File: src/hdl/arch_pkg.sv
`default_nettype none

package arch_pkg;

  ////////////////////////////////////////////////////////////
  // architectural widths

  // linear address and memory data word
  localparam int addr_w = 32;

  // code segment selector
  localparam int seg_w = 16;

  ////////////////////////////////////////////////////////////
  // register value types

  // eflags, eip, addresses and memory data
  typedef logic [addr_w-1:0] word_t;

  // cs selector value
  typedef logic [seg_w-1:0] seg_t;

endpackage

`default_nettype wire

File: src/hdl/sys_ctrl_pkg.sv
`default_nettype none

package sys_ctrl_pkg;

  ////////////////////////////////////////////////////////////
  // interrupt lines

  localparam int num_int = 4;

  // index of the line being serviced
  typedef logic [1:0] int_idx_t;

  // one bit per interrupt line
  typedef logic [num_int-1:0] int_vec_t;

  // fixed descriptor addresses, one per line
  localparam arch_pkg::word_t idt_addr [0:num_int-1] = '{
    32'h0000_4000,
    32'h0000_8000,
    32'h0000_c000,
    32'h0000_f000
  };

  ////////////////////////////////////////////////////////////
  // sequencer states

  typedef enum logic [2:0] {
    svc_idle      = 3'd0,
    svc_read      = 3'd1,
    svc_wait_data = 3'd2,
    svc_decode    = 3'd3,
    svc_load      = 3'd4
  } svc_state_t;

  typedef enum logic [1:0] {
    ret_idle       = 2'd0,
    ret_pop_eflags = 2'd1,
    ret_pop_cs     = 2'd2,
    ret_pop_eip    = 2'd3
  } ret_state_t;

endpackage

`default_nettype wire

File: src/hdl/int_latch.sv
`timescale 1ns/1ps
`default_nettype none

module int_latch (
  input  wire                   clk,
  input  wire                   reset,
  input  sys_ctrl_pkg::int_vec_t int_vec,
  input  wire                   int_clear,
  output logic                  pending,
  output sys_ctrl_pkg::int_idx_t serviced_idx
);

  sys_ctrl_pkg::int_vec_t pend_q;
  sys_ctrl_pkg::int_vec_t clear_mask;
  sys_ctrl_pkg::int_vec_t pend_d;

  // one-hot mask of the bit being retired
  always_comb begin
    clear_mask = '0;
    if (int_clear) begin
      clear_mask[serviced_idx] = 1'b1;
    end
  end

  // new lines merge with held ones, the serviced bit drops out
  assign pend_d = (int_vec | pend_q) & ~clear_mask;

  always_ff @(posedge clk) begin
    if (reset) begin
      pend_q <= '0;
    end else begin
      pend_q <= pend_d;
    end
  end

  assign pending = |pend_q;

  // lowest numbered pending line wins
  always_comb begin
    serviced_idx = '0;
    for (int i = sys_ctrl_pkg::num_int - 1; i >= 0; i--) begin
      if (pend_q[i]) begin
        serviced_idx = sys_ctrl_pkg::int_idx_t'(i);
      end
    end
  end

endmodule

`default_nettype wire

File: src/hdl/int_service.sv
`timescale 1ns/1ps
`default_nettype none

module int_service (
  input  wire                    clk,
  input  wire                    reset,
  input  wire                    pending,
  input  sys_ctrl_pkg::int_idx_t serviced_idx,
  input  wire                    hold_int,
  input  wire                    ret_busy,

  output logic                   mem_valid,
  input  wire                    mem_ready,
  output arch_pkg::word_t        mem_address,
  output logic                   mem_wr_en,
  output arch_pkg::word_t        mem_wr_data,
  output logic [3:0]             mem_wr_size,
  input  wire                    mem_dp_valid,
  output logic                   mem_dp_ready,
  input  arch_pkg::word_t        mem_dp_read_data,

  output logic                   flush_fetch,
  output logic                   flush_decode_0,
  output logic                   flush_decode_1,
  output logic                   flush_register,
  output logic                   flush_address,
  output logic                   flush_execute,
  output logic                   flush_writeback,

  output logic                   decode_start_int,
  input  wire                    decode_end_int,

  output logic                   fetch_load,
  output arch_pkg::word_t        fetch_load_address,
  output logic                   int_clear,
  output logic                   int_busy
);

  sys_ctrl_pkg::svc_state_t state;
  sys_ctrl_pkg::svc_state_t next_state;
  sys_ctrl_pkg::int_idx_t   idx_q;
  arch_pkg::word_t          handler_q;
  logic                     start_pulse;
  logic                     can_start;

  assign can_start = pending & ~hold_int & ~ret_busy;

  ////////////////////////////////////////////////////////////
  // state sequencing

  always_comb begin
    next_state = state;
    case (state)
      sys_ctrl_pkg::svc_idle:
        if (can_start) next_state = sys_ctrl_pkg::svc_read;
      sys_ctrl_pkg::svc_read:
        if (mem_ready) next_state = sys_ctrl_pkg::svc_wait_data;
      sys_ctrl_pkg::svc_wait_data:
        if (mem_dp_valid) next_state = sys_ctrl_pkg::svc_decode;
      sys_ctrl_pkg::svc_decode:
        if (decode_end_int) next_state = sys_ctrl_pkg::svc_load;
      sys_ctrl_pkg::svc_load:
        next_state = sys_ctrl_pkg::svc_idle;
      default:
        next_state = sys_ctrl_pkg::svc_idle;
    endcase
  end

  always_ff @(posedge clk) begin
    if (reset) begin
      state       <= sys_ctrl_pkg::svc_idle;
      start_pulse <= 1'b0;
    end else begin
      state       <= next_state;
      // one cycle on entry to decode
      start_pulse <= (state == sys_ctrl_pkg::svc_wait_data) & mem_dp_valid;
    end
  end

  // index frozen at start so a later line cannot redirect the read
  always_ff @(posedge clk) begin
    if (state == sys_ctrl_pkg::svc_idle && can_start) begin
      idx_q <= serviced_idx;
    end
    if (state == sys_ctrl_pkg::svc_wait_data && mem_dp_valid) begin
      handler_q <= mem_dp_read_data;
    end
  end

  ////////////////////////////////////////////////////////////
  // outputs

  assign mem_valid    = (state == sys_ctrl_pkg::svc_read);
  assign mem_address  = sys_ctrl_pkg::idt_addr[idx_q];
  assign mem_wr_en    = 1'b0;
  assign mem_wr_data  = '0;
  assign mem_wr_size  = 4'd4;
  assign mem_dp_ready = (state == sys_ctrl_pkg::svc_wait_data);

  // whole pipe is flushed together with the micro-sequence kick
  assign flush_fetch      = start_pulse;
  assign flush_decode_0   = start_pulse;
  assign flush_decode_1   = start_pulse;
  assign flush_register   = start_pulse;
  assign flush_address    = start_pulse;
  assign flush_execute    = start_pulse;
  assign flush_writeback  = start_pulse;
  assign decode_start_int = start_pulse;

  assign fetch_load         = (state == sys_ctrl_pkg::svc_load);
  assign fetch_load_address = handler_q;
  assign int_clear          = (state == sys_ctrl_pkg::svc_load);
  assign int_busy           = (state != sys_ctrl_pkg::svc_idle);

endmodule

`default_nettype wire

File: src/hdl/ret_sequencer.sv
`timescale 1ns/1ps
`default_nettype none

module ret_sequencer (
  input  wire             clk,
  input  wire             reset,
  input  wire             iretd,
  input  wire             ret_far,
  input  wire             ret_near,
  input  wire             int_busy,
  input  arch_pkg::seg_t  cs_register,

  input  wire             iretd_pop_valid,
  input  arch_pkg::word_t iretd_pop_data,

  output logic            reg_load_eflags,
  output arch_pkg::word_t reg_eflags,
  output logic            reg_load_cs,
  output arch_pkg::seg_t  reg_cs,
  output logic            reg_load_eip,
  output arch_pkg::word_t reg_eip,

  output logic            fetch_load,
  output arch_pkg::word_t fetch_load_address,
  output logic            iretd_halt,
  output logic            ret_busy
);

  sys_ctrl_pkg::ret_state_t state;
  sys_ctrl_pkg::ret_state_t next_state;
  arch_pkg::seg_t           cs_tmp;
  arch_pkg::seg_t           used_cs;
  logic                     near_q;
  logic                     start;

  assign start = (state == sys_ctrl_pkg::ret_idle) & ~int_busy & (iretd | ret_far | ret_near);

  ////////////////////////////////////////////////////////////
  // pop sequencing

  always_comb begin
    next_state = state;
    case (state)
      sys_ctrl_pkg::ret_idle: begin
        // the return kind picks how many words get popped
        if (!int_busy) begin
          if (iretd) next_state = sys_ctrl_pkg::ret_pop_eflags;
          else if (ret_far) next_state = sys_ctrl_pkg::ret_pop_cs;
          else if (ret_near) next_state = sys_ctrl_pkg::ret_pop_eip;
        end
      end
      sys_ctrl_pkg::ret_pop_eflags:
        if (iretd_pop_valid) next_state = sys_ctrl_pkg::ret_pop_cs;
      sys_ctrl_pkg::ret_pop_cs:
        if (iretd_pop_valid) next_state = sys_ctrl_pkg::ret_pop_eip;
      sys_ctrl_pkg::ret_pop_eip:
        if (iretd_pop_valid) next_state = sys_ctrl_pkg::ret_idle;
      default:
        next_state = sys_ctrl_pkg::ret_idle;
    endcase
  end

  always_ff @(posedge clk) begin
    if (reset) begin
      state  <= sys_ctrl_pkg::ret_idle;
      near_q <= 1'b0;
    end else begin
      state <= next_state;
      if (start) begin
        near_q <= ~iretd & ~ret_far;
      end
    end
  end

  // popped selector held until the eip word arrives
  always_ff @(posedge clk) begin
    if (reg_load_cs) begin
      cs_tmp <= iretd_pop_data[arch_pkg::seg_w-1:0];
    end
  end

  ////////////////////////////////////////////////////////////
  // register and fetch loads

  assign reg_load_eflags = (state == sys_ctrl_pkg::ret_pop_eflags) & iretd_pop_valid;
  assign reg_load_cs     = (state == sys_ctrl_pkg::ret_pop_cs) & iretd_pop_valid;
  assign reg_load_eip    = (state == sys_ctrl_pkg::ret_pop_eip) & iretd_pop_valid;

  assign reg_eflags = iretd_pop_data;
  assign reg_cs     = iretd_pop_data[arch_pkg::seg_w-1:0];
  assign reg_eip    = iretd_pop_data;

  // near return stays in the current code segment
  assign used_cs = near_q ? cs_register : cs_tmp;

  assign fetch_load = reg_load_eip;
  assign fetch_load_address =
    {{(arch_pkg::addr_w - arch_pkg::seg_w){1'b0}}, used_cs} + iretd_pop_data;

  assign ret_busy   = (state != sys_ctrl_pkg::ret_idle);
  assign iretd_halt = ret_busy;

endmodule

`default_nettype wire

File: src/hdl/sys_ctrl_top.sv
`timescale 1ns/1ps
`default_nettype none

module sys_ctrl_top (
  input  wire                    clk,
  input  wire                    reset,
  input  sys_ctrl_pkg::int_vec_t int_vec,
  input  arch_pkg::seg_t         cs_register,
  input  wire                    hold_int,

  output logic                   mem_valid,
  input  wire                    mem_ready,
  output arch_pkg::word_t        mem_address,
  output logic                   mem_wr_en,
  output arch_pkg::word_t        mem_wr_data,
  output logic [3:0]             mem_wr_size,
  input  wire                    mem_dp_valid,
  output logic                   mem_dp_ready,
  input  arch_pkg::word_t        mem_dp_read_data,

  output logic                   flush_fetch,
  output logic                   flush_decode_0,
  output logic                   flush_decode_1,
  output logic                   flush_register,
  output logic                   flush_address,
  output logic                   flush_execute,
  output logic                   flush_writeback,

  output logic                   fetch_load,
  output arch_pkg::word_t        fetch_load_address,
  output logic                   decode_start_int,
  input  wire                    decode_end_int,

  output logic                   reg_load_cs,
  output arch_pkg::seg_t         reg_cs,
  input  wire                    ret_near,
  input  wire                    ret_far,
  input  wire                    iretd,
  output logic                   iretd_halt,
  input  wire                    iretd_pop_valid,
  input  arch_pkg::word_t        iretd_pop_data,
  output logic                   reg_load_eflags,
  output arch_pkg::word_t        reg_eflags,
  output logic                   reg_load_eip,
  output arch_pkg::word_t        reg_eip,
  output logic                   pending_int
);

  logic                   pending;
  sys_ctrl_pkg::int_idx_t serviced_idx;
  logic                   int_clear;
  logic                   int_busy;
  logic                   ret_busy;

  logic                   svc_flush_fetch;
  logic                   svc_flush_decode_0;
  logic                   svc_flush_decode_1;
  logic                   svc_flush_register;
  logic                   svc_flush_address;
  logic                   svc_flush_execute;
  logic                   svc_flush_writeback;
  logic                   svc_fetch_load;
  arch_pkg::word_t        svc_fetch_address;
  logic                   ret_fetch_load;
  arch_pkg::word_t        ret_fetch_address;

  ////////////////////////////////////////////////////////////
  // interrupt path

  int_latch u_int_latch (
    .clk          (clk),
    .reset        (reset),
    .int_vec      (int_vec),
    .int_clear    (int_clear),
    .pending      (pending),
    .serviced_idx (serviced_idx)
  );

  int_service u_int_service (
    .clk                (clk),
    .reset              (reset),
    .pending            (pending),
    .serviced_idx       (serviced_idx),
    .hold_int           (hold_int),
    .ret_busy           (ret_busy),
    .mem_valid          (mem_valid),
    .mem_ready          (mem_ready),
    .mem_address        (mem_address),
    .mem_wr_en          (mem_wr_en),
    .mem_wr_data        (mem_wr_data),
    .mem_wr_size        (mem_wr_size),
    .mem_dp_valid       (mem_dp_valid),
    .mem_dp_ready       (mem_dp_ready),
    .mem_dp_read_data   (mem_dp_read_data),
    .flush_fetch        (svc_flush_fetch),
    .flush_decode_0     (svc_flush_decode_0),
    .flush_decode_1     (svc_flush_decode_1),
    .flush_register     (svc_flush_register),
    .flush_address      (svc_flush_address),
    .flush_execute      (svc_flush_execute),
    .flush_writeback    (svc_flush_writeback),
    .decode_start_int   (decode_start_int),
    .decode_end_int     (decode_end_int),
    .fetch_load         (svc_fetch_load),
    .fetch_load_address (svc_fetch_address),
    .int_clear          (int_clear),
    .int_busy           (int_busy)
  );

  ////////////////////////////////////////////////////////////
  // return path

  ret_sequencer u_ret_sequencer (
    .clk                (clk),
    .reset              (reset),
    .iretd              (iretd),
    .ret_far            (ret_far),
    .ret_near           (ret_near),
    .int_busy           (int_busy),
    .cs_register        (cs_register),
    .iretd_pop_valid    (iretd_pop_valid),
    .iretd_pop_data     (iretd_pop_data),
    .reg_load_eflags    (reg_load_eflags),
    .reg_eflags         (reg_eflags),
    .reg_load_cs        (reg_load_cs),
    .reg_cs             (reg_cs),
    .reg_load_eip       (reg_load_eip),
    .reg_eip            (reg_eip),
    .fetch_load         (ret_fetch_load),
    .fetch_load_address (ret_fetch_address),
    .iretd_halt         (iretd_halt),
    .ret_busy           (ret_busy)
  );

  ////////////////////////////////////////////////////////////
  // merge onto the front end controls

  // only fetch is flushed by a return, for as long as it runs
  assign flush_fetch     = svc_flush_fetch | ret_busy;
  assign flush_decode_0  = svc_flush_decode_0;
  assign flush_decode_1  = svc_flush_decode_1;
  assign flush_register  = svc_flush_register;
  assign flush_address   = svc_flush_address;
  assign flush_execute   = svc_flush_execute;
  assign flush_writeback = svc_flush_writeback;

  assign fetch_load         = svc_fetch_load | ret_fetch_load;
  assign fetch_load_address = int_busy ? svc_fetch_address : ret_fetch_address;

  assign pending_int = pending;

endmodule

`default_nettype wire

File: config.mk
export PLATFORM = sky130hd
export DESIGN_NAME = sys_ctrl_top
export DESIGN_NICKNAME = d
export VERILOG_FILES = /design/src/hdl/arch_pkg.sv /design/src/hdl/sys_ctrl_pkg.sv /design/src/hdl/int_latch.sv /design/src/hdl/int_service.sv /design/src/hdl/ret_sequencer.sv /design/src/hdl/sys_ctrl_top.sv
export SDC_FILE = /design/constraint.sdc
export NUM_CORES = 1
export LEC_CHECK = 0
export ABC_CLOCK_PERIOD_IN_PS = 8900
export BUFFER_PORTS_ARGS = -buffer_cell sky130_fd_sc_hd__buf_2
export CAP_MARGIN = 5
export CORE_AREA = 5 5 110 112
export CTS_CLUSTER_DIAMETER = 200
export DETAILED_ROUTE_END_ITERATION = 8
export DIE_AREA = 0 0 115 117
export PLACE_DENSITY = 0.85
export SKIP_LAST_GASP = 1
export SLEW_MARGIN = 20
export SYNTH_ARGS = -nofsm -noshare
export SYNTH_HDL_FRONTEND = slang
export SYNTH_SLANG_ARGS = --single-unit
File: constraint.sdc
create_clock -name clk -period 8.9 [get_ports clk]
set_input_delay 0 -clock clk [delete_from_list [all_inputs] [get_ports clk]]
set_output_delay 0 -clock clk [all_outputs]
set_load 0.02 [all_outputs]
==> impl_metrics.yaml, run 1 <==
global_route:
  antenna_found_initial: 0
  grt_max_degree: 64
  gr-usage-all-layers_pct: 18.31
  grt_pass1_wl_mm: 19.12
  grt_pass1_vias: 3855
  overflow: 0
timing:
  fin_worst_skew_ns: 0.005685
  fin_tns_setup_ns: 0
  finalHoldViolations: 0
  rsz0062_at_grt: "no"
  drv_slew: 0
  worstMarginPinSlew_ns: 0.9990
  setup_viol: 0
  relSlewSlack_pct: 33.40
  clock.fmax_mhz: 236.0
  fin_crit_sh_pct: 47.62
  min_period_ns: 4.238
critical_path:
  rr_startpoint: "u_int_service.state[1]"
  critical_path.endpoint_type: "output pin"
  criticalPathCategory: "flip-flop to output pin"
  required_ns: 8.90
  cp-startpoint: "u_ret_sequencer.near_q"
  start_kind: "flip-flop"
  crit_path_max_fanout: 17
  arrival_ns: 4.24
floorplan:
  die_y_microns: 117
  row_count: 39
  coreArea_sq_mm: 0.01113
  start_util_pct: 43.95
  dieArea_sq_mm: 0.01346
  fp.dieW_microns: 115
  pin_count: 291
route:
  wirelength_mm: 13.12
  routed_via_density: 4.687
  num_vias: 4026
  drc_errors: 0
  first_pass_iters: 4
  ant_nets: 0
  first_iter_violations: 167
  wl_per_cell_microns: 15.27
power_and_ir_drop:
  power.leakage_nw: 2.828
  cellPowerDensity_mw_per_mm2: 229.0
  ir_worst_vdd_uv: 128.7
  p_total_mw: 1.401
cts:
  cts_max_level: 3
  root_buffer: "clkbuf_16"
  tritoncts: "yes"
  numCtsBuffers: 9
  cts_setup_buffers: 0
  insertion_delay_ns: 0.33
  cts.sinks: 61
  path_clk_slew_ns: 0.05
  clk_path_buf_depth: 2
yosys:
  synth-edff-count: 50
  ys_async_sr_fraction_pct: 0
  yosysWarnings: 0
  synth_seq_cells: 61
  ys_seq_area_share_pct: 35.21
  post_synth.cell_area_avg_sq_um: 9.385
  synthFlopType: "edfxtp_1"
  yosysUniqueCellTypes: 53
  synth_area_sq_mm: 0.004890
  syn_inst: 521
placement:
  gp_congestion: 0.8125
  placed_cell_area_sq_mm: 0.005250
  numPortBuffers: 225
  dp_hpwl_mm: 10.01
run:
  cap_violations: 0
finish:
  final_nets: 827
  design_area_sq_mm: 0.006117
  syn_to_final_growth_pct: 25.10
  antenna_cells: 0
  drive_gt1_share_pct: 37.29
min_path:
  hold_start: "ret_near"
  hold_path_class: "input pin to flip-flop"
run_status:
  outcome: "finished clean"
## routing by layer
metal	GRT usage, %	routed length, microns	up-vias
li1	-	-	1969
met1	20.65	5002	1826
met2	32.95	6698	210
met3	4.267	1147	21
met4	8.216	270	0
met5	0	0	-
## through the flow
step | hold slack, ns | utilization (%) | setup WS [ns] | cells
final | 0.03211 | 54.98 | 4.662 | 859
after global routing | 0.04265 | 54.98 | 4.409 | 859
after CTS | 0.01719 | 54.98 | 4.683 | 859
after detailed placement | 0.1781 | 47.19 | 5.048 | 788
after global placement | 0.1772 | 47.19 | 5.206 | 788
after floorplan | 0.09887 | - | 5.568 | 584
## final timing paths
path | end | slack (ns) | depth (start not counted)
min reg2reg | u_int_latch.pend_q[2] | 0.51 | 2
max | fetch_load_address[24] | 4.66 | 11
min | u_ret_sequencer.near_q | 0.03 | 3
max reg2reg | u_int_service.fetch_load_address[19] | 6.83 | 3
## layout by cell type (no fill, tap or decap), drive strengths merged, types with 16 or more instances in the layout
master       instances
buf                226
conb                65
dlygate4sd3         55
edfxtp              50
ha                  21
mux2                16
nand2               48
nor2                22
o21ai               37
xor2                17
## repair_timing
action                                 4_1_cts  5_1_grt
hold buffers                                55        0
endpoints found under the hold margin       57        0
resized for setup                            0        0
setup endpoints to repair                    0        0
## synthesized netlist by cell type (13+ instances only)
| cell | n | area [sq um] |
|---|---|---|
| buf_4 | 152 | 1141 |
| edfxtp_1 | 50 | 1501 |
| nand2_1 | 48 | 180.2 |
| o21ai_0 | 33 | 165.2 |
| ha_1 | 21 | 262.8 |
| nor2_1 | 20 | 75.07 |
| xor2_1 | 17 | 148.9 |
| mux2_2 | 16 | 180.2 |
| a21oi_1 | 14 | 70.07 |
| clkbuf_1 | 13 | 48.80 |
| nand3_1 | 13 | 65.06 |
## layout make-up
type / instances / area [sq um]
multi-input combinational: 347 / 2175
sequential: 61 / 1722
clock inverter: 3 / 23.77
clock buffer: 13 / 292.8
inverter: 11 / 41.29
fill: 981 / 5009
tap: 143 / 178.9
timing repair buffer: 281 / 1684
## registers in the layout (all words and copies together), names as in the netlist
| register | flops |
|---|---|
| u_int_service.fetch_load_address | 32 |
| u_ret_sequencer.cs_tmp | 16 |
| u_int_latch.pend_q | 4 |
| u_int_service.state | 3 |
| u_int_service.idx_q | 2 |
| u_ret_sequencer.state | 2 |
| u_int_service.decode_start_int | 1 |
| u_ret_sequencer.near_q | 1 |
## where the power goes
| group | total (mW) | internal (mW) | switching [mW] |
|---|---|---|---|
| clock network | 0.358 | 0.230 | 0.128 |
| logic | 0.682 | 0.247 | 0.435 |
| registers | 0.361 | 0.340 | 0.0214 |
## critical path, stage by stage (launching register included)
cell      delay, ns
dfxtp_1        0.80
mux2_2         0.41
ha_1           0.21
fa_1           0.41
a21o_1         0.19
a221oi_1       0.57
o21bai_1       0.14
o21bai_1       0.38
nand3_1        0.23
xor2_1         0.20
o21ai_0        0.13
buf_2          0.22
## kinds of logic after synthesis
group	share of synthesized area, %
and+or+nand+nor	12.62
adders and majority gates	5.783
DFF	35.21
muxes	4.555
buffers and inverters	25.18
AOI/OAI and AO/OA	11.49
xor gates and xnor gates	5.015
other	0.1536
No activity file was read; power rests on OpenSTA's default activity.
==> inputs of run 2 (changes only) <==
Settings changed: ABC_AREA set to 1, ABC_CLOCK_PERIOD_IN_PS 8900 to 3800, CORE_AREA 5 5 110 112 to not set, CORE_MARGIN set to 5, CORE_UTILIZATION set to 42, DIE_AREA 0 0 115 117 to not set, PLACE_DENSITY 0.85 to 0.81.
Clock period 8.9 ns to 3.8 ns, I/O delays scaled along.
==> run 2 against run 1 <==
Against the previous run:
- cell area grew 12%
- register-to-register slack lost 5.0 ns
- setup slack lost 4.1 ns
- combinational power grew to 3.8 times the previous value
- sequential share of layout area shrank 2.9 points
- largest power group unchanged
==> impl_metrics.yaml, run 2 <==
run_status:
  outcome: "finished clean"
yosys:
  synth_top_family_by_area: "simple AND/OR/NAND/NOR gates"
  synth_adder_area_share_pct: 5.078
  synth_seq_cells: 61
  post_synth.cell_area_avg_sq_um: 7.425
  yosysWarnings: 0
  yosysTopAreaCell: "edfxtp_1"
  ys_seq_area_share_pct: 30.91
  synth_mux_area_share_pct: 3.235
  synth.top_cell.area_share_pct: 26.96
  synth-edff-count: 50
  yosysMostFrequentCell: "nand2_1"
  ys_async_sr_fraction_pct: 0
  synthTopCellsByCount: "nand2_1 (212), buf_4 (153), inv_1 (87)"
  syn_inst: 750
  synthSimpleGateAreaFrac_pct: 27.50
  netlist_top_cells_area: "edfxtp_1 (27%), buf_4 (21%), nand2_1 (14%)"
  synth_area_sq_mm: 0.005569
  synth_xor_area_share_pct: 1.730
  yosysUniqueCellTypes: 38
  synthFlopType: "edfxtp_1"
  synth-compound-area-share_pct: 4.044
critical_path:
  crit_path_max_fanout: 17
  critPathSlowestCell: "dfxtp_1"
  arrival_ns: 3.26
  critical_path.endpoint_type: "output pin"
  start_kind: "flip-flop"
  crit_chain: "mux2_2 -> ha_1 -> fa_1 -> nand2_1 -> nand2_1 -> nand3b_1 -> nand2_1 -> nand2_1 -> nand2_1 -> nand2_1 -> nand2_1 -> nand2_1 -> nand3_1 -> nand2_1 -> buf_2"
  criticalPathCategory: "flip-flop to output pin"
  max_stage_delay_ns: 0.80
  worst_path_most_repeated_cell: "nand2_1"
  required_ns: 3.80
route:
  first_pass_iters: 5
  ant_nets: 0
  drc_errors: 0
  wl_per_cell_microns: 14.02
  num_vias: 5102
  routed_via_density: 4.531
  first_iter_violations: 333
  wirelength_mm: 15.78
global_route:
  grt-busiest-layer: "met2"
  grtUsageMet1_pct: 22.18
  gr-usage-all-layers_pct: 19.01
  grt_pass1_vias: 4827
  overflow: 0
  grt_max_degree: 42
  grt_pass1_wl_mm: 24.36
  gr-usage-met3_pct: 4.051
  antenna_found_initial: 2
  met2_usage_pct: 34.26
cts:
  insertion_delay_ns: 0.33
  cts_resized: 0
  cts.sinks: 61
  hold_buffers: 53
  path_clk_slew_ns: 0.05
  cts_setup_buffers: 0
  cts_max_level: 3
  tritoncts: "yes"
  clk_path_buf_depth: 2
  root_buffer: "clkbuf_16"
  numCtsBuffers: 9
finish:
  drive_gt1_share_pct: 31.09
  syn_to_final_growth_pct: 22.69
  multi_input_area_sq_mm: 0.002567
  design_area_sq_mm: 0.006833
  seq_area_sq_mm: 0.001722
  largest_reg_flops: 32
  final_common_cell: "buf_2"
  fillers: 1250
  mostFrequentLayoutCells: "buf_2 (225), nand2_1 (212), inv_1 (87), conb_1 (65), dlygate4sd3_1 (53)"
  final_nets: 1060
floorplan:
  coreArea_sq_mm: 0.01314
  die_y_microns: 125.2
  fp.dieW_microns: 125.2
  start_util_pct: 42.39
  row_count: 42
  pin_count: 291
  dieArea_sq_mm: 0.01566
power_and_ir_drop:
  cellPowerDensity_mw_per_mm2: 637.8
  power.leakage_nw: 3.625
  p_total_mw: 4.358
  ir_worst_vdd_uv: 423.4
timing:
  relSlewSlack_pct: 34.91
  setup_viol: 0
  finalHoldViolations: 0
  drv_slew: 0
  min_period_ns: 3.262
  fin_crit_sh_pct: 85.84
  clock.fmax_mhz: 306.6
  rsz0062_at_grt: "no"
  worstMarginPinSlew_ns: 0.9741
  fin_worst_skew_ns: 0.004302
  fin_tns_setup_ns: 0
placement:
  numPortBuffers: 225
  dp_hpwl_mm: 12.24
  placed_cell_area_sq_mm: 0.005992
  gp_congestion: 0.9132
run:
  cap_violations: 0
min_path:
  hold_path_class: "input pin to flip-flop"
==> run 2: metal layers <==
layer | wire [microns] | part of all wire [%]
met4 | 374 | 2.4
met2 | 7768 | 49
met5 | 13 | 0.082
met1 | 6186 | 39
met3 | 1438 | 9.1
==> run 2: power by group <==
group | leakage, nW | switching [mW] | internal (mW) | total [mW]
Sequential | 0.547 | 0.0685 | 0.836 | 0.905
Combinational | 2.93 | 1.75 | 0.845 | 2.59
Clock | 0.145 | 0.293 | 0.569 | 0.863
Total | 3.63 | 2.11 | 2.25 | 4.36
==> run 2: kinds of logic (layout without fill, tap and decap cells) <==
| logic type | after synthesis | after routing |
|---|---|---|
| compound gates | 41 | 41 |
| xor+xnor | 11 | 11 |
| fa+ha+maj | 22 | 22 |
| buf+inv | 251 | 387 |
| flops | 61 | 61 |
| mux | 16 | 16 |
| other cells | 2 | 66 |
| simple gates | 346 | 346 |
==> run 2: stage by stage <==
step                      instances  hold slack (ns)  setup slack, ns  utilization [%]
after global placement         1056           0.1770            1.005            45.61
after floorplan                 813          0.07238            1.158                -
after CTS                      1125         0.007218           0.5599            51.99
final                          1126          0.01901           0.5381            52.01
after detailed placement       1056           0.1782           0.9320            45.61
after global routing           1126          0.05434           0.2911            52.01
==> run 2: area by class of cell <==
class | instances | share of cell area (%)
Antenna cell | 1 | 0.03662
Clock buffer | 11 | 3.406
Clock inverter | 5 | 1.099
Inverter | 91 | 4.999
Multi-Input combinational cell | 501 | 37.58
Sequential cell | 61 | 25.20
Tap cell | 176 | 3.223
Timing Repair Buffer | 280 | 24.46
==> run 2: final timing paths <==
kind,from,end,slack (ns),depth (start not counted)
setup / recovery,u_ret_sequencer.near_q,fetch_load_address[30],0.54,15
hold / removal,int_vec[3],u_int_latch.pend_q[3],0.02,3
setup reg to reg,u_int_service.state[1],u_int_service.fetch_load_address[21],1.83,4
hold reg to reg,u_int_service.state[0],u_int_service.state[0],0.51,2
==> run 2: worst max-delay path, delay by kind of cell, from the launching register on <==
family,cells,cell delay [ns]
adder cells (fa/ha/maj),2,0.62
flip-flops,1,0.80
buffers and inverters,1,0.15
AND/OR/NAND/NOR,11,0.93
multiplexers,1,0.42
==> inputs of run 3 (changes only) <==
Settings changed: ABC_CLOCK_PERIOD_IN_PS 3800 to 2750.
Clock period 3.8 ns to 2.75 ns, I/O delays scaled along.
==> run 3 against run 2 <==
Against the previous run:
- combinational power rose by 50%
- via count rose by 0.33%
- core utilization rose by 2.2 points
- critical path type unchanged
- highest routed layer is now met4
==> impl_metrics.yaml, run 3 (synthesis gave the netlist of run 2 again) <==
global_route:
  grt_pass1_vias: 5033
  gr-usage-all-layers_pct: 19.52
  overflow: 0
  grt_max_degree: 33
  grt_pass1_wl_mm: 24.77
  antenna_found_initial: 0
floorplan:
  die_y_microns: 125.2
  start_util_pct: 42.39
  row_count: 42
  dieArea_sq_mm: 0.01566
  fp.dieW_microns: 125.2
  pin_count: 291
  coreArea_sq_mm: 0.01314
timing:
  rsz0062_at_grt: "yes"
  clock.fmax_mhz: 373.9
  fin_worst_skew_ns: 0.004213
  min_period_ns: 2.674
  fin_crit_sh_pct: 97.25
  finalHoldViolations: 0
  setup_viol: 0
  drv_slew: 0
  fin_tns_setup_ns: 0
  worstMarginPinSlew_ns: 0.6504
  relSlewSlack_pct: 56.59
power_and_ir_drop:
  ir_worst_vdd_uv: 730.5
  cellPowerDensity_mw_per_mm2: 864.2
  power.leakage_nw: 3.657
critical_path:
  arrival_ns: 2.67
  crit_chain: "buf_6 -> mux2_2 -> ha_4 -> nand2_2 -> inv_1 -> nand2_1 -> nor3_2 -> nand2_1 -> nand2_2 -> xnor2_1 -> o21ai_1 -> buf_4"
  crit_path_max_fanout: 8
  required_ns: 2.75
  max_stage_delay_ns: 0.38
  critical_path.endpoint_type: "output pin"
  r2r_slack_ns: 0.80
  critPathSlowestCell: "dfxtp_4"
  criticalPathCategory: "flip-flop to output pin"
  cp-startpoint: "u_ret_sequencer.near_q"
  start_kind: "flip-flop"
  rr_startpoint: "u_int_service.state[2]"
finish:
  drive_gt1_share_pct: 35.74
  largest_reg_flops: 32
  final_common_cell: "buf_2"
  mostFrequentLayoutCells: "buf_2 (214), nand2_1 (199), inv_1 (87), conb_1 (65), dlygate4sd3_1 (55)"
  fillers: 1213
  design_area_sq_mm: 0.007121
  final_nets: 1065
  antenna_cells: 0
  syn_to_final_growth_pct: 27.86
cts:
  insertion_delay_ns: 0.34
  cts_max_level: 3
  path_clk_slew_ns: 0.05
  numCtsBuffers: 9
  cts_setup_buffers: 0
  tritoncts: "yes"
  cts.sinks: 61
  clk_path_buf_depth: 2
  root_buffer: "clkbuf_16"
placement:
  dp_hpwl_mm: 12.39
  gp_congestion: 0.8862
  numPortBuffers: 225
  placed_cell_area_sq_mm: 0.006007
route:
  num_vias: 5119
  drc_errors: 0
  first_pass_iters: 6
  first_iter_violations: 281
  routed_via_density: 4.530
  wl_per_cell_microns: 14.32
  ant_nets: 0
  wirelength_mm: 16.18
run:
  cap_violations: 0
min_path:
  hold_start: "ret_far"
  hold_path_class: "input pin to flip-flop"
run_status:
  outcome: "finished clean"
## run 3: changes by cell type in the layout (fill, tap and decap cells not counted), sizes merged
cell         before  now
buf             227  230
bufinv            2    0
dlygate4sd3      53   55
clkbuf           11   12
clkinvlp          1    2
diode             1    0
## run 3: report_power, final
part	internal [mW]	total (mW)	switching (mW)
Combinational	1.39	3.89	2.50
Clock	0.630	1.03	0.397
Sequential	1.16	1.23	0.0752
Total	3.18	6.15	2.97
## run 3: path summary, 6_finish.rpt
path	endpoint	cells after the start
setup reg to reg	u_int_latch.pend_q[1]	6
hold / removal	u_ret_sequencer.state[0]	4
setup / recovery	fetch_load_address[13]	12
hold reg to reg	u_int_service.state[0]	2
## run 3: worst max-delay path: cells and delay by family (launching register included)
| family | cells | cell delay (ns) |
|---|---|---|
| mux | 1 | 0.36 |
| xor+xnor | 1 | 0.11 |
| simple gates | 5 | 0.56 |
| fa+ha+maj | 1 | 0.31 |
| compound gates | 1 | 0.21 |
| buf+inv | 3 | 0.40 |
| flops | 1 | 0.38 |
## run 3: repair_timing
| item | in CTS | in global routing |
|---|---|---|
| setup endpoints to repair | 22 | 22 |
| hold buffers | 55 | 0 |
| cloned | 1 | 0 |
| gates resized for setup | 6 | 60 |
| endpoints found under the hold margin | 55 | 0 |
## run 3: final cells by class
class	count	area, sq um	area share (%)
clock buffer	12	246.5	3.462
clock inverter	4	25.02	0.3514
multi-input combinational	501	2813	39.50
timing repair buffer	285	1749	24.57
tap	176	220.2	3.093
sequential	61	1725	24.23
inverter	91	341.6	4.797
## run 3: through the flow
| step | hold slack (ns) | utilization [%] | total power [mW] | std cells | setup WS (ns) |
|---|---|---|---|---|---|
| after floorplan | 0.07238 | - | 3.822 | 813 | 0.1081 |
| after global placement | 0.1775 | 45.72 | 4.687 | 1058 | 0.3208 |
| after detailed placement | 0.1781 | 45.72 | 4.732 | 1058 | 0.2385 |
| after CTS | 0.04702 | 52.11 | 5.880 | 1130 | 0.006882 |
| after global routing | 0.1008 | 54.20 | 6.581 | 1130 | -0.1217 |
| final | 0.05542 | 54.20 | 6.154 | 1130 | 0.07551 |
## run 3: layer usage
| layer | GRT usage, % | up-vias | wire length, microns |
|---|---|---|---|
| met1 | 21.83 | 2288 | 6269 |
| met4 | 6.122 | 0 | 341 |
| met3 | 4.947 | 27 | 1247 |
| li1 | - | 2563 | - |
| met5 | 0 | - | 0 |
| met2 | 36.22 | 241 | 8318 |
